File: config.mk
export PLATFORM = sky130hd
export DESIGN_NAME = sprite_engine
export DESIGN_NICKNAME = d
export VERILOG_FILES = /design/src/source/sprite_pkg.sv /design/src/source/sprite_attr_if.sv /design/src/source/sprite_engine.sv /design/src/source/sprite_pixel_locator.sv /design/src/source/sprite_reg_decoder.sv /design/src/source/sprite_reg_file.sv
export SDC_FILE = /design/constraint.sdc
export NUM_CORES = 1
export LEC_CHECK = 0
export BUFFER_PORTS_ARGS = -buffer_cell sky130_fd_sc_hd__buf_2
export CAP_MARGIN = 10
export CORE_MARGIN = 8
export CORE_UTILIZATION = 36
export CTS_BUF_LIST = sky130_fd_sc_hd__clkbuf_16
export CTS_CLUSTER_DIAMETER = 100
export DETAILED_ROUTE_END_ITERATION = 7
export GPL_TIMING_DRIVEN = 0
export HOLD_SLACK_MARGIN = 0.08
export PLACE_DENSITY = 0.59
export SKIP_CTS_REPAIR_TIMING = 1
export SLEW_MARGIN = 5
export SYNTH_ARGS = -nofsm -noshare
export SYNTH_HDL_FRONTEND = slang
export SYNTH_SLANG_ARGS = --single-unit
File: constraint.sdc
create_clock -name clk -period 7.7 [get_ports clk]
set_input_delay 0.77 -clock clk [delete_from_list [all_inputs] [get_ports clk]]
set_output_delay 0.77 -clock clk [all_outputs]
set_load 0.02 [all_outputs]
File: src/source/sprite_pkg.sv
package sprite_pkg;

  // Register word and bank geometry.
  localparam int reg_data_width = 16;
  localparam int num_sprite_regs = 8;
  localparam int reg_addr_width = $clog2(num_sprite_regs);

  // Sprite number width on the host and query ports.
  localparam int sprite_id_width = 2;

  // Register indices within one sprite bank.
  // Index 7 is reserved and only stored.
  localparam int sprite_ctrl0 = 0;
  localparam int sprite_ctrl1 = 1;
  localparam int sprite_data_offset = 2;
  localparam int sprite_ref_xy = 3;
  localparam int sprite_color_key = 4;
  localparam int sprite_offset_x = 5;
  localparam int sprite_offset_y = 6;

  // VRAM addresses carry one extra bit above the word address.
  localparam int vram_addr_width = 16;
  localparam int data_addr_width = vram_addr_width + 1;

  // Screen and sprite-local coordinates.
  localparam int coord_width = 8;

  // Dimensions are sprite_min_size shifted by a 2-bit size code.
  localparam int sprite_min_size = 8;
  localparam int size_field_width = 2;
  localparam int dim_width = 7;

  localparam int palette_width = 4;

  // CTRL0 layout with the MSB first.
  // Bit 0 is enabled, bit 8 is shift_data_offset.
  typedef struct packed {
    logic [palette_width-1:0] palette;
    logic [2:0]               reserved;
    logic                     shift_data_offset;
    logic                     flip_xy;
    logic                     flip_y;
    logic                     flip_x;
    logic                     enable_color;
    logic                     enable_alpha;
    logic                     enable_transp;
    logic                     enable_scroll;
    logic                     enabled;
  } sprite_ctrl0_t;

  // CTRL1 layout holds only the two size codes.
  typedef struct packed {
    logic [reg_data_width-2*size_field_width-1:0] reserved;
    logic [size_field_width-1:0]                  vsize;
    logic [size_field_width-1:0]                  hsize;
  } sprite_ctrl1_t;

  // One register word, seen raw or through either control layout.
  typedef union packed {
    logic [reg_data_width-1:0] raw;
    sprite_ctrl0_t             ctrl0;
    sprite_ctrl1_t             ctrl1;
  } sprite_reg_word_t;

  // Size code to pixel count of 8, 16, 32 or 64.
  function automatic logic [dim_width-1:0] sprite_dim(
    input logic [size_field_width-1:0] size
  );
    return dim_width'(sprite_min_size << size);
  endfunction

endpackage

File: src/source/sprite_attr_if.sv
interface sprite_attr_if import sprite_pkg::*; ();

  // Control flags from CTRL0.
  logic enabled;
  logic enable_scroll;
  logic enable_transp;
  logic enable_alpha;
  logic enable_color;
  logic flip_x;
  logic flip_y;
  logic flip_xy;
  logic [palette_width-1:0] palette;

  // Sprite size in pixels.
  logic [dim_width-1:0] width;
  logic [dim_width-1:0] height;

  // Start of texel data, already shifted if requested.
  logic [data_addr_width-1:0] data_offset;

  // Screen position and scroll offsets.
  logic [coord_width-1:0] ref_x;
  logic [coord_width-1:0] ref_y;
  logic [coord_width-1:0] offset_x;
  logic [coord_width-1:0] offset_y;

  logic [reg_data_width-1:0] color_key;

  modport decoder (
    output enabled, enable_scroll, enable_transp, enable_alpha, enable_color,
    output flip_x, flip_y, flip_xy, palette, width, height, data_offset,
    output ref_x, ref_y, offset_x, offset_y, color_key
  );

  modport locator (
    input enabled, enable_scroll, enable_transp, enable_alpha, enable_color,
    input flip_x, flip_y, flip_xy, palette, width, height, data_offset,
    input ref_x, ref_y, offset_x, offset_y, color_key
  );

endinterface

File: src/source/sprite_engine.sv
module sprite_engine import sprite_pkg::*; #(
  parameter int NUM_SPRITES       = 4,
  parameter int DATA_OFFSET_SHIFT = 6
) (
  input  logic                       clk,
  input  logic                       rst_n,
  // Host register port.
  input  logic                       reg_wr,
  input  logic [sprite_id_width-1:0] reg_sprite,
  input  logic [reg_addr_width-1:0]  reg_addr,
  input  logic [reg_data_width-1:0]  reg_wdata,
  output logic [reg_data_width-1:0]  reg_rdata,
  // Pixel query port.
  input  logic                       px_req,
  input  logic [sprite_id_width-1:0] px_sprite,
  input  logic [coord_width-1:0]     px_x,
  input  logic [coord_width-1:0]     px_y,
  output logic                       px_valid,
  output logic                       px_hit,
  output logic [data_addr_width-1:0] px_addr,
  output logic [palette_width-1:0]   px_palette,
  output logic                       px_transp,
  output logic                       px_alpha,
  output logic                       px_color,
  output logic [reg_data_width-1:0]  px_color_key
);

  // Host words as union views.
  sprite_reg_word_t wdata_word;
  sprite_reg_word_t rdata_word;

  // Bank of the sprite under query.
  sprite_reg_word_t bank_regs [num_sprite_regs];

  sprite_attr_if u_attr_if ();

  assign wdata_word = sprite_reg_word_t'(reg_wdata);
  assign reg_rdata  = rdata_word.raw;

  // The query sprite picks the bank in the same cycle as px_req.
  sprite_reg_file #(
    .NUM_SPRITES (NUM_SPRITES)
  ) u_sprite_reg_file (
    .clk        (clk),
    .rst_n      (rst_n),
    .reg_wr     (reg_wr),
    .reg_sprite (reg_sprite),
    .reg_addr   (reg_addr),
    .reg_wdata  (wdata_word),
    .reg_rdata  (rdata_word),
    .sel_sprite (px_sprite),
    .sel_regs   (bank_regs)
  );

  sprite_reg_decoder #(
    .DATA_OFFSET_SHIFT (DATA_OFFSET_SHIFT)
  ) u_sprite_reg_decoder (
    .regs (bank_regs),
    .attr (u_attr_if.decoder)
  );

  sprite_pixel_locator u_sprite_pixel_locator (
    .clk          (clk),
    .rst_n        (rst_n),
    .px_req       (px_req),
    .px_x         (px_x),
    .px_y         (px_y),
    .attr         (u_attr_if.locator),
    .px_valid     (px_valid),
    .px_hit       (px_hit),
    .px_addr      (px_addr),
    .px_palette   (px_palette),
    .px_transp    (px_transp),
    .px_alpha     (px_alpha),
    .px_color     (px_color),
    .px_color_key (px_color_key)
  );

endmodule

File: src/source/sprite_pixel_locator.sv
module sprite_pixel_locator import sprite_pkg::*; (
  input  logic                       clk,
  input  logic                       rst_n,
  // Query.
  input  logic                       px_req,
  input  logic [coord_width-1:0]     px_x,
  input  logic [coord_width-1:0]     px_y,
  sprite_attr_if.locator             attr,
  // Result, two cycles after px_req.
  output logic                       px_valid,
  output logic                       px_hit,
  output logic [data_addr_width-1:0] px_addr,
  output logic [palette_width-1:0]   px_palette,
  output logic                       px_transp,
  output logic                       px_alpha,
  output logic                       px_color,
  output logic [reg_data_width-1:0]  px_color_key
);

  // Stage one, combinational part.
  logic [coord_width-1:0] scroll_x;
  logic [coord_width-1:0] scroll_y;
  logic [coord_width-1:0] loc_x;
  logic [coord_width-1:0] loc_y;
  logic                   in_bounds;

  // Stage one registers.
  logic                       s1_valid;
  logic                       s1_hit;
  logic [coord_width-1:0]     s1_lx;
  logic [coord_width-1:0]     s1_ly;
  logic [dim_width-1:0]       s1_width;
  logic [dim_width-1:0]       s1_height;
  logic                       s1_flip_x;
  logic                       s1_flip_y;
  logic                       s1_flip_xy;
  logic [data_addr_width-1:0] s1_data_offset;
  logic [palette_width-1:0]   s1_palette;
  logic                       s1_transp;
  logic                       s1_alpha;
  logic                       s1_color;
  logic [reg_data_width-1:0]  s1_color_key;

  // Stage two, combinational part.
  logic [coord_width-1:0]     flip_lx;
  logic [coord_width-1:0]     flip_ly;
  logic [coord_width-1:0]     tex_x;
  logic [coord_width-1:0]     tex_y;
  logic [dim_width-1:0]       pitch;
  logic [data_addr_width-1:0] next_addr;

  // Scroll, then move into sprite-local space.
  // All coordinate math wraps at 256.
  always_comb begin
    scroll_x  = attr.enable_scroll ? px_x + attr.offset_x : px_x;
    scroll_y  = attr.enable_scroll ? px_y + attr.offset_y : px_y;
    loc_x     = scroll_x - attr.ref_x;
    loc_y     = scroll_y - attr.ref_y;
    // Wrapped negatives land high and fall outside.
    in_bounds = attr.enabled &&
                (loc_x < coord_width'(attr.width)) &&
                (loc_y < coord_width'(attr.height));
  end

  always_ff @(posedge clk or negedge rst_n) begin
    if (!rst_n) begin
      s1_valid <= 1'b0;
      s1_hit   <= 1'b0;
    end else begin
      s1_valid <= px_req;
      s1_hit   <= px_req && in_bounds;
    end
  end

  // Attributes are sampled in the request cycle.
  always_ff @(posedge clk) begin
    if (px_req) begin
      s1_lx          <= loc_x;
      s1_ly          <= loc_y;
      s1_width       <= attr.width;
      s1_height      <= attr.height;
      s1_flip_x      <= attr.flip_x;
      s1_flip_y      <= attr.flip_y;
      s1_flip_xy     <= attr.flip_xy;
      s1_data_offset <= attr.data_offset;
      s1_palette     <= attr.palette;
      s1_transp      <= attr.enable_transp;
      s1_alpha       <= attr.enable_alpha;
      s1_color       <= attr.enable_color;
      s1_color_key   <= attr.color_key;
    end
  end

  // Mirror within the sprite box.
  // Out-of-box coordinates still produce an address.
  always_comb begin
    flip_lx = s1_flip_x ? coord_width'(s1_width) - coord_width'(1) - s1_lx : s1_lx;
    flip_ly = s1_flip_y ? coord_width'(s1_height) - coord_width'(1) - s1_ly : s1_ly;
    // Diagonal flip transposes the texture so rows are height long.
    if (s1_flip_xy) begin
      tex_x = flip_ly;
      tex_y = flip_lx;
      pitch = s1_height;
    end else begin
      tex_x = flip_lx;
      tex_y = flip_ly;
      pitch = s1_width;
    end
    next_addr = s1_data_offset +
                data_addr_width'(tex_y) * data_addr_width'(pitch) +
                data_addr_width'(tex_x);
  end

  always_ff @(posedge clk or negedge rst_n) begin
    if (!rst_n) begin
      px_valid <= 1'b0;
      px_hit   <= 1'b0;
    end else begin
      px_valid <= s1_valid;
      px_hit   <= s1_valid && s1_hit;
    end
  end

  // Result payload holds its value between queries.
  always_ff @(posedge clk) begin
    if (s1_valid) begin
      px_addr      <= next_addr;
      px_palette   <= s1_palette;
      px_transp    <= s1_transp;
      px_alpha     <= s1_alpha;
      px_color     <= s1_color;
      px_color_key <= s1_color_key;
    end
  end

endmodule

File: src/source/sprite_reg_decoder.sv
module sprite_reg_decoder import sprite_pkg::*; #(
  parameter int DATA_OFFSET_SHIFT = 6
) (
  input sprite_reg_word_t regs [num_sprite_regs],
  sprite_attr_if.decoder  attr
);

  // Control registers seen through their own layouts.
  sprite_ctrl0_t ctrl0;
  sprite_ctrl1_t ctrl1;

  // Data offset before the optional shift.
  logic [data_addr_width-1:0] raw_offset;

  // Remaining whole registers.
  logic [reg_data_width-1:0] ref_xy;
  logic [reg_data_width-1:0] offset_x_word;
  logic [reg_data_width-1:0] offset_y_word;

  assign ctrl0 = regs[sprite_ctrl0].ctrl0;
  assign ctrl1 = regs[sprite_ctrl1].ctrl1;

  assign ref_xy        = regs[sprite_ref_xy].raw;
  assign offset_x_word = regs[sprite_offset_x].raw;
  assign offset_y_word = regs[sprite_offset_y].raw;

  // CTRL0 flags.
  assign attr.enabled       = ctrl0.enabled;
  assign attr.enable_scroll = ctrl0.enable_scroll;
  assign attr.enable_transp = ctrl0.enable_transp;
  assign attr.enable_alpha  = ctrl0.enable_alpha;
  assign attr.enable_color  = ctrl0.enable_color;
  assign attr.flip_x        = ctrl0.flip_x;
  assign attr.flip_y        = ctrl0.flip_y;
  assign attr.flip_xy       = ctrl0.flip_xy;
  assign attr.palette       = ctrl0.palette;

  // Size codes become pixel counts.
  assign attr.width  = sprite_dim(ctrl1.hsize);
  assign attr.height = sprite_dim(ctrl1.vsize);

  // The offset register holds 16 bits, the address space 17.
  assign raw_offset = data_addr_width'(regs[sprite_data_offset].raw);

  // Shifted offsets address coarse blocks of VRAM.
  // Bits shifted past bit 16 are lost.
  assign attr.data_offset = ctrl0.shift_data_offset ?
                            (raw_offset << DATA_OFFSET_SHIFT) : raw_offset;

  // Reference point, x in the low byte, y in the high byte.
  assign attr.ref_x = ref_xy[coord_width-1:0];
  assign attr.ref_y = ref_xy[2*coord_width-1:coord_width];

  // Scroll offsets use the low byte only.
  assign attr.offset_x = offset_x_word[coord_width-1:0];
  assign attr.offset_y = offset_y_word[coord_width-1:0];

  assign attr.color_key = regs[sprite_color_key].raw;

endmodule

File: src/source/sprite_reg_file.sv
module sprite_reg_file import sprite_pkg::*; #(
  parameter int NUM_SPRITES = 4
) (
  input  logic                       clk,
  input  logic                       rst_n,
  // Host write and read port.
  input  logic                       reg_wr,
  input  logic [sprite_id_width-1:0] reg_sprite,
  input  logic [reg_addr_width-1:0]  reg_addr,
  input  sprite_reg_word_t           reg_wdata,
  output sprite_reg_word_t           reg_rdata,
  // Bank read port for the query path.
  input  logic [sprite_id_width-1:0] sel_sprite,
  output sprite_reg_word_t           sel_regs [num_sprite_regs]
);

  // All sprite banks.
  sprite_reg_word_t regs_q [NUM_SPRITES][num_sprite_regs];

  // Sprite numbers beyond NUM_SPRITES address nothing.
  logic host_in_range;
  logic sel_in_range;

  assign host_in_range = (int'(reg_sprite) < NUM_SPRITES);
  assign sel_in_range  = (int'(sel_sprite) < NUM_SPRITES);

  // Registers come up as zero so every sprite starts disabled.
  always_ff @(posedge clk or negedge rst_n) begin
    if (!rst_n) begin
      for (int s = 0; s < NUM_SPRITES; s++) begin
        for (int r = 0; r < num_sprite_regs; r++) begin
          regs_q[s][r] <= '0;
        end
      end
    end else if (reg_wr && host_in_range) begin
      // One word per strobe, visible on the read port next cycle.
      regs_q[reg_sprite][reg_addr] <= reg_wdata;
    end
  end

  // Host read-back is combinational.
  always_comb begin
    reg_rdata = '0;
    if (host_in_range) begin
      reg_rdata = regs_q[reg_sprite][reg_addr];
    end
  end

  // Whole bank of the queried sprite.
  // Out-of-range sprites read as all zero and so stay disabled.
  always_comb begin
    for (int r = 0; r < num_sprite_regs; r++) begin
      sel_regs[r] = '0;
      if (sel_in_range) begin
        sel_regs[r] = regs_q[sel_sprite][r];
      end
    end
  end

endmodule

---- Yosys cells after proc, flatten, opt, wreduce, memory -nomap -nowiden ----
Index checks and enable logic that the tools add are counted.
operators by class
  multiply operators ...................... 1
  $lt $le $gt $ge ......................... 7
  add/sub/neg operators ................... 10
  mux-type cells .......................... 22
  reductions and logical operators ........ 6
  shift operators ......................... 2
  bitwise logic cells ..................... 3
operators with widths
  operator             count
  $mux 128             5
  $bmux 128 s2         2
  $bwmux 512           1
  $demux 128 s2        1
  $mux 16              4
  $bmux 16 s3          1
  $demux 16 s3         1
  $mux 8               6
  $sub 8x8->8          4
  $add 17x15->17       1
  $add 17x8->17        1
  $add 8x8->8          2
  $lt 8x7->1           2
  $sub 7x1->8 const B  2
  $mul 8x7->15         1
  $shl 4x2->7 const A  2
  $mux 7               1
  $ge 3x3->1 const B   2
  $logic_and 1x1->1    6
  $not 2->3            2
  $ge 4x4->1 const B   1
  $lt 4x1->1 const B   1
  $not 3->4            1
  $lt 3x1->1 const B   1
word-level totals
  bits in registers ....................... 629
  logic and storage cells ................. 108

---- Longest topological paths before layout ----
Gate-level depths: netlist of the first run.
  depth after elaboration ................. 11
  depth in mapped cells ................... 23
  depth with buffers taken out ............ 23

---- Hierarchy ----
Synthesis of the first run repeated with hierarchy kept, for this count alone.
second synthesis, totals
  cells, all modules ...................... 2667
  area total of the unflattened synthesis .. 35914.4 sq um
modules (own cells, without submodules)
  module                sequential area each (sq um)  times used  area an instance (sq um)  cells each
  sprite_reg_file       12812.3                       1           26626.8                   1826
  sprite_pixel_locator  3493.4                        1           8533.2                    747
  sprite_reg_decoder    0.0                           1           754.5                     94

---- Worst setup path before layout of the first run ----
OpenSTA, ideal clock, no wires.
  path kind ............................... register to register
  from .................................... register u_sprite_pixel_locator.s1_lx[3]
  to ...................................... register u_sprite_pixel_locator.px_addr[15] (data pin)
  buffers on the path ..................... 0
  setup slack ............................. 2.495 ns
  cell stages (with the launch flop) ...... 22
  data required time ...................... 7.442 ns
  data arrival time ....................... 4.947 ns
  clock period less this slack ............ 5.205 ns
  cell sequence ........................... edfxtp_1 inv_1 ha_1 inv_1 fa_1 mux2i_1 mux2i_1 nor2_1 fa_1 fa_1 fa_1 inv_1 fa_1 inv_1 ha_1 o21a_1 o21ai_0 a21oi_1 a221oi_1 o21ai_0 a21oi_1 xnor2_1
between the ends
  word-level cells in the longest chain between the ends .. 6
RTL lines
  item                                      line                         source
  from (decl)                               sprite_pixel_locator.sv:30   logic [coord_width-1:0] s1_lx;
  from (signal assigned)                    sprite_pixel_locator.sv:78   s1_lx <= loc_x;
  $sub 8x8->8                               sprite_pixel_locator.sv:97   flip_lx = s1_flip_x ? coord_width'(s1_width) - coord_width'(1) - s1_lx : s1_lx;
  $mux 8 (*)                                sprite_pixel_locator.sv:97
  $mux 8                                    sprite_pixel_locator.sv:100  if (s1_flip_xy) begin
  $mul 8x7->15                              sprite_pixel_locator.sv:110  data_addr_width'(tex_y) * data_addr_width'(pitch) +
  $add 17x15->17                            sprite_pixel_locator.sv:109  next_addr = s1_data_offset +
  $add 17x8->17 (*)                         sprite_pixel_locator.sv:110
  via u_sprite_pixel_locator.next_addr[15]  sprite_pixel_locator.sv:50   logic [data_addr_width-1:0] next_addr;
  to (signal assigned)                      sprite_pixel_locator.sv:127  px_addr <= next_addr;
  to (decl)                                 sprite_pixel_locator.sv:12   output logic [data_addr_width-1:0] px_addr,
The timed path passes the listed nets; every way through them passes the cells marked *.
A chain may end at the register's enable or synchronous reset.

---- Final worst setup path of the first run ----
  from .................................... input px_sprite[1]
  to ...................................... register u_sprite_pixel_locator.s1_hit
between the ends
  word-level cells in the longest chain between the ends .. 11
RTL lines
  item                                              line                        source
  from (decl)                                       sprite_engine.sv:15         input logic [sprite_id_width-1:0] px_sprite,
  $not 2->3 (not written as such) (*)               sprite_reg_file.sv:55       sel_regs[r] = regs_q[sel_sprite][r];
  $bmux 128 s2 (*)                                  sprite_reg_file.sv:55
  $mux 128 (not written as such) (*) (2 in series)  sprite_reg_file.sv:55
  $add 8x8->8                                       sprite_pixel_locator.sv:55  scroll_x = attr.enable_scroll ? px_x + attr.offset_x : px_x;
  $mux 8                                            sprite_pixel_locator.sv:55
  $sub 8x8->8 (*)                                   sprite_pixel_locator.sv:57  loc_x = scroll_x - attr.ref_x;
  via u_sprite_pixel_locator.loc_x[7]               sprite_pixel_locator.sv:23  logic [coord_width-1:0] loc_x;
  $lt 8x7->1 (*)                                    sprite_pixel_locator.sv:61  (loc_x < coord_width'(attr.width)) &&
  $logic_and 1x1->1 (*)                             sprite_pixel_locator.sv:60  in_bounds = attr.enabled &&
  $logic_and 1x1->1 (*)                             sprite_pixel_locator.sv:61
  $logic_and 1x1->1 (*)                             sprite_pixel_locator.sv:71  s1_hit <= px_req && in_bounds;
  to (signal assigned)                              sprite_pixel_locator.sv:71
  to (decl)                                         sprite_pixel_locator.sv:29  logic s1_hit;
The timed path passes the listed nets; every way through them passes the cells marked *. The select of a mux whose other input is x is not followed.

==> reports/metrics.csv, run 1 <==
stage,metric,value,unit
sta,# setup viols final,0,
drt,wire per inst,29.45,um
floorplanning,Starting Density,36.11,%
critical_path,crit end category,flip-flop,
cts,"CTS clk-pin slew, worst paths",0.06,ns
pwr,PwrDens,347.9,nW/um^2
pwr,"Power, Total",0.01279,W
floorplanning,Die Wd,315.6,um
critical_path,CP Data Required Time,8.18,ns
final_layout,layout cells sized above 1,44.73,%
cts,CTS tree,built,
floorplanning,core region area,89460,sq um
place,hpwl dp,76270,um
cts,CTS Sinks,623,
synth,mapped cell area,32300,sq um
drt,drt first pass iters,5,
floorplanning,I/O pin total,101,
pwr,maximum VDD drop,0.2908,mV
sta,Final Hold Viols,0,
synth,ys flop type,dfrtp_1,
final_layout,P&R area growth vs syn,13.81,%
drt,vias after detailed routing,20450,
cts,TritonCTS buffer count,71,
place,routability congestion estimate,0.9247,
critical_path,crit start category,input pin,
synth,Post-synth EDFFs,107,
synth,post-synthesis register bit count,623,
critical_path,Worst EP arrival,6.66,ns
synth,yosys synthesis warning count,0,
floorplanning,die area,99580,sq um
sta,final critical-path setup slack,1.522,ns
critical_path,CP max FO,10,
synth,post-synth top area share,39.97,%
synth,Synth area leaders,"dfrtp_1, mux2_2, mux4_2",
drt,Vias/cell,5.776,
cts,H-tree depth,3,
synth,Mean Syn Cell Area,15.18,sq um
pwr,leakage,15.83,nW
floorplanning,die extent in y,315.6,um
sta,Max Clock Skew,0.02865,ns
sta,Final Max Tran Viols,0,
run,maxcap violations,0,
sta,Least-Margin Pin Slew,1.334,ns
floorplanning,Cell Rows,110,
synth,library cells used by synthesis,56,
grt,Global Route Usage Sum,20.97,%
grt,largest net degree at the start of global routing,122,
sta,Slew Limit Headroom,11.09,%
critical_path,Reg2Reg Setup Slack,1.78,ns
sta,post-layout min period,6.178,ns
final_layout,Final #Nets,2473,
synth,Synth area leader,dfrtp_1,
sta,period utilisation layout,80.23,%
drt,initial DRC count,1805,
synth,"count leader, synth",mux2_2,
drt,ANT nets after route,0,
cts,"Clk Latency, worst-skew pair",0.64,ns
place,pre-CTS setup slack,1.010,ns
synth,register area share after synthesis,49.92,%
outcome,status,finished clean,
synth,Mapped Cells,2128,
synth,syn nets,2295,
grt,grt total ovfl,0,
grt,initial antenna violation count,10,
grt,first-pass GRT wire length,152300,um
sta,fmax,0.1619,GHz
drt,DRC violations left,0,
grt,vias in the first global route,21490,
hold_path,Hold Path Class,in2async,
cts,Max Root-Sink Buffers,3,
drt,total wire length,104200,um
synth,"top cells by count, synth","mux2_2, dfrtp_1, mux4_2, edfxtp_1, ha_1",
sta,RSZ-0062 raised after global routing,false,
critical_path,type of the worst setup path,in2reg,
place,Port Buffers,96,
cts,root buffer cell,clkbuf_16,
synth,Async SR Flop Fraction,82.83,%
[critical path, stage by stage]
cell	delay [ns]
buf_2	0.39
clkbuf_1	0.93
clkbuf_1	0.82
mux4_2	0.50
ha_1	0.27
fa_1	0.45
a21o_1	0.20
a21oi_1	0.23
xnor2_1	0.09
mux2_2	0.28
ha_1	0.22
or4_1	0.53
a31oi_1	0.25
xnor2_1	0.13
xnor2_2	0.16
nor4_2	0.40
[cell type report]
class | count | area [sq um]
Antenna cell | 3 | 7.507
Buffer | 157 | 709.4
Clock buffer | 73 | 1827
Clock inverter | 55 | 434.2
Fill cell | 8126 | 52690
Inverter | 84 | 315.3
Multi-Input combinational cell | 1264 | 15150
Sequential cell | 623 | 16130
Tap cell | 1176 | 1471
Timing Repair Buffer | 105 | 720.7
[worst paths after layout]
path	cells past startpoint	to	from
min in group clk	0	u_sprite_pixel_locator.px_color_key[15]	u_sprite_pixel_locator.s1_color_key[15]
min reg2reg	0	u_sprite_pixel_locator.px_color_key[15]	u_sprite_pixel_locator.s1_color_key[15]
max reg2reg	19	u_sprite_pixel_locator.px_addr[15]	u_sprite_pixel_locator.s1_flip_xy
max in group asynchronous	5	u_sprite_reg_file.regs_q[125]	rst_n
min	1	u_sprite_reg_file.regs_q[305]	rst_n
max	16	u_sprite_pixel_locator.s1_hit	px_sprite[1]
[cell usage in the layout (no fill, tap or decap), types with 11 or more instances in the layout]
cell,netlist,layout
nor2b_1,14,14
nor2_2,18,18
clkbuf_1,86,86
o21ai_0,20,20
xnor2_1,39,39
fa_1,33,33
nor2_1,54,54
clkinv_1,0,12
dfrtp_1,516,515
mux4_2,209,209
mux2i_1,19,19
buf_2,57,151
ha_1,91,91
a22oi_1,64,64
clkbuf_16,0,73
edfxtp_1,107,107
inv_1,84,100
a21oi_1,30,30
nand4_1,17,17
nand2_1,25,25
mux2_2,534,534
a21o_1,11,11
[sequential cells by signal, summed over array words and instances, names as in the netlist]
| name | count |
|---|---|
| u_sprite_pixel_locator.s1_valid | 1 |
| u_sprite_pixel_locator.px_alpha | 1 |
| u_sprite_pixel_locator.s1_transp | 1 |
| u_sprite_pixel_locator.s1_height | 4 |
| u_sprite_pixel_locator.px_color_key | 16 |
| u_sprite_pixel_locator.px_valid | 1 |
| u_sprite_pixel_locator.px_hit | 1 |
| u_sprite_pixel_locator.s1_alpha | 1 |
| u_sprite_pixel_locator.s1_color_key | 16 |
| u_sprite_reg_file.regs_q | 512 |
| u_sprite_pixel_locator.px_palette | 4 |
| u_sprite_pixel_locator.s1_color | 1 |
| u_sprite_pixel_locator.px_transp | 1 |
| u_sprite_pixel_locator.px_addr | 17 |
| u_sprite_pixel_locator.s1_lx | 8 |
| u_sprite_pixel_locator.px_color | 1 |
| u_sprite_pixel_locator.s1_hit | 1 |
| u_sprite_pixel_locator.s1_flip_xy | 1 |
| u_sprite_pixel_locator.s1_ly | 8 |
| u_sprite_pixel_locator.s1_width | 4 |
| u_sprite_pixel_locator.s1_flip_x | 1 |
| u_sprite_pixel_locator.s1_flip_y | 1 |
| u_sprite_pixel_locator.s1_palette | 4 |
| u_sprite_pixel_locator.s1_data_offset | 17 |
[cell families (layout without fill, tap and decap cells)]
kind of cell	Yosys count	after routing	share of synthesized area, %
fa+ha+maj	124	124	5.570
mux	762	762	33.77
compound gates	157	157	3.335
xor+xnor	49	49	1.375
buf+inv	241	474	3.172
simple gates	172	172	2.858
flops	623	623	49.92
other cells	0	3	0
[where the power goes]
part / switching, W / internal (W) / leakage (nW) / total (W)
Sequential: 0.000397 / 0.00423 / 7.67 / 0.00462
Clock: 0.00146 / 0.00185 / 1.16 / 0.00331
Combinational: 0.00258 / 0.00228 / 7.00 / 0.00486
Total: 0.00444 / 0.00835 / 15.8 / 0.0128
[stage by stage]
stage          hold slack (ns)  util [%]  instance area, sq um  instances  setup TNS (ns)
2_1_floorplan           0.4003         -                 32300       2128               0
4_1_cts                0.07820     41.06                 36730       3536               0
3_3_place_gp            0.4036     38.29                 34260       3400        -2163.20
3_5_place_dp            0.4051     38.53                 34470       3408               0
5_1_grt                 0.1115     41.09                 36760       3537               0
6_report               0.07736     41.10                 36770       3540               0
[routing by layer]
layer / vias up / share of wire, % / global-route usage [%]
li1: 8344 / - / -
met1: 10990 / 41 / 27.79
met2: 869 / 47 / 33.58
met3: 245 / 7.1 / 4.090
met4: 4 / 4.5 / 9.016
met5: - / 0.031 / 0
(Power assumes the default switching activity.)
==> run 2: changes to the inputs <==
==> constraint.sdc (replaced) <==
create_clock -name clk -period 6 [get_ports clk]
set_input_delay 0.6 -clock clk [delete_from_list [all_inputs] [get_ports clk]]
set_output_delay 0.6 -clock clk [all_outputs]
set_load 0.02 [all_outputs]
==> run 2 against run 1 <==
Against the previous run:
- design area about the same
- setup slack worse by 1.2 ns
- largest cell class unchanged
- via count up 0.17%
- sequential share of layout area about the same
- critical path depth up 2
==> reports/metrics.csv, run 2 (synthesis gave the netlist of run 1 again) <==
stage,metric,value,unit,change
pwr,clock share of power,25.8,%,about the same
cts,H-tree depth,3,,unchanged
cts,TritonCTS buffer count,71,,unchanged
final_layout,most frequent cells in the layout,"mux2_2, dfrtp_1, mux4_2",,
critical_path,crit start category,flip-flop,,
floorplanning,die area,99580,sq um,unchanged
sta,post-layout min period,5.713,ns,
final_layout,biggest regs,"u_sprite_reg_file.regs_q (512), u_sprite_pixel_locator.px_addr (17), u_sprite_pixel_locator.s1_data_offset (17)",,
final_layout,layout cells sized above 1,44.85,%,+0.13 points
critical_path,crit end category,flip-flop,,
sta,Final Hold Viols,0,,unchanged
drt,DRC violations left,0,,unchanged
grt,grt total ovfl,0,,unchanged
pwr,PwrDens,447.1,nW/um^2,+29%
grt,Global Route Usage Sum,20.97,%,unchanged
pwr,Comb power frac,38.1,%,about the same
sta,Least-Margin Pin Slew,1.300,ns,-0.03331 ns
grt,largest net degree at the start of global routing,122,,unchanged
drt,Vias/cell,5.787,,+0.19%
hold_path,Worst Hold Launch,reg_wdata[11],,
critical_path,CP Data Required Time,6.35,ns,-1.83 ns
sta,# setup viols final,0,,unchanged
critical_path,CP max FO,10,,unchanged
grt,Most Crowded Layer GR,met2,,
critical_path,Worst EP arrival,6.06,ns,-0.60 ns
drt,vias after detailed routing,20480,,+0.17%
cts,CTS Sinks,623,,unchanged
grt,initial antenna violation count,10,,unchanged
sta,RSZ-0062 raised after global routing,false,,
pwr,Seq pwr share,36.1,%,about the same
cts,CTS tree,built,,
sta,Max Clock Skew,0.02794,ns,-0.0007134 ns
cts,"CTS clk-pin slew, worst paths",0.06,ns,about the same
pwr,maximum VDD drop,0.3739,mV,+29%
final_layout,"most common cell after layout, fill and taps aside",mux2_2,,
grt,GRT met2 Usage,33.58,%,unchanged
drt,total wire length,104100,um,-0.12%
sta,fmax,0.1750,GHz,
final_layout,Final #Nets,2473,,unchanged
sta,period utilisation layout,95.22,%,
place,Inst Count DP,3408,,unchanged
cts,root buffer cell,clkbuf_16,,
critical_path,r2r startpoint,u_sprite_pixel_locator.s1_flip_xy,,
pwr,leakage,15.84,nW,about the same
floorplanning,I/O pin total,101,,unchanged
outcome,status,finished clean,,
cts,"Clk Latency, worst-skew pair",0.64,ns,about the same
sta,final hold slack,0.2556,ns,+0.1783 ns
floorplanning,Cell Rows,110,,unchanged
sta,Final Max Tran Viols,0,,unchanged
drt,ANT nets after route,0,,unchanged
grt,vias in the first global route,21490,,unchanged
grt,first-pass GRT wire length,152300,um,unchanged
floorplanning,Starting Density,36.11,%,unchanged
final_layout,register bank with the most flops,u_sprite_reg_file.regs_q,,
pwr,switching part of the total,34.77,%,+0.035 points
floorplanning,Die Wd,315.6,um,unchanged
sta,Slew Limit Headroom,13.31,%,+2.2 points
place,Port Buffers,96,,unchanged
drt,initial DRC count,1847,,+2.3%
drt,drt first pass iters,5,,unchanged
final_layout,Layout Cells excl Fill,3539,,-0.028%
critical_path,CP startpoint,u_sprite_pixel_locator.s1_flip_xy,,
drt,wire per inst,29.42,um,about the same
cts,Max Root-Sink Buffers,3,,unchanged
final_layout,Largest register FFs,512,,unchanged
floorplanning,die extent in y,315.6,um,unchanged
run,maxcap violations,0,,unchanged
place,routability congestion estimate,0.9247,,unchanged
floorplanning,core region area,89460,sq um,unchanged
final_layout,P&R area growth vs syn,13.89,%,about the same
place,hpwl dp,76270,um,unchanged
grt,M3 GR Usage,4.090,%,unchanged
hold_path,Hold Path Class,in2reg,,
grt,met1 Use GR,27.79,%,unchanged
critical_path,type of the worst setup path,reg2reg,,
pwr,Internal,0.01073,W,+29%
pwr,Switch Pwr,0.005719,W,+29%
## run 2: critical path, stage by stage, from the launching register on
cell	delay, ns
edfxtp_1	0.34
clkbuf_1	0.39
buf_1	0.43
o21ai_0	0.31
or2_2	0.36
fa_1	0.51
fa_1	0.49
inv_1	0.05
fa_1	0.48
inv_1	0.05
fa_1	0.47
inv_1	0.04
ha_1	0.31
a21oi_1	0.27
o21ai_0	0.20
a221oi_2	0.31
o21ai_0	0.12
a21oi_1	0.18
xnor2_1	0.12
## run 2: layout make-up
| type | count | area, sq um |
|---|---|---|
| clock inverters | 55 | 434.2 |
| inverters | 84 | 315.3 |
| diodes | 2 | 5.005 |
| fillers | 8123 | 52670 |
| flip-flops and latches | 623 | 16130 |
| multi-input cells | 1264 | 15170 |
| repair buffers | 106 | 730.7 |
| clock buffers | 73 | 1827 |
| plain buffers | 156 | 706.9 |
| well taps | 1176 | 1471 |
## run 2: final timing paths
kind | end | slack, ns | cells after the start
setup / recovery | u_sprite_pixel_locator.px_addr[15] | 0.29 | 18
hold / removal | u_sprite_reg_file.regs_q[43] | 0.26 | 2
setup reg to reg | u_sprite_pixel_locator.px_addr[15] | 0.29 | 18
hold reg to reg | u_sprite_pixel_locator.px_color | 0.42 | 0
max in group asynchronous | u_sprite_reg_file.regs_q[381] | 3.33 | 6
min in group asynchronous | u_sprite_reg_file.regs_q[305] | 0.49 | 2
## run 2: through the flow
stage | setup TNS [ns] | utilization [%] | cell area (sq um) | setup slack (ns) | total power, W
detailed placement | -0.9139 | 38.53 | 34470 | -0.5201 | 0.01223
CTS | 0 | 41.06 | 36730 | 0.1021 | 0.01654
finish | 0 | 41.12 | 36790 | 0.2867 | 0.01645
global placement | -2953.43 | 38.29 | 34260 | -5.802 | 0.01204
global route | 0 | 41.12 | 36790 | 0.005442 | 0.01752
floorplan | 0 | - | 32300 | 0.7951 | 0.01045
## run 2: power by group through the flow
stage                     registers [W]  logic [W]  clock network, W
final                           0.00593    0.00627           0.00425
after global routing            0.00603    0.00700           0.00448
after CTS                       0.00592    0.00629           0.00433
after detailed placement        0.00599    0.00624                 0
after global placement          0.00592    0.00612                 0
after floorplan                 0.00592    0.00453                 0
## run 2: layer usage
| metal | wire length, um | part of all wire, % |
|---|---|---|
| met1 | 42650 | 41 |
| met5 | 32 | 0.031 |
| met4 | 4431 | 4.3 |
| met2 | 49260 | 47 |
| met3 | 7744 | 7.4 |
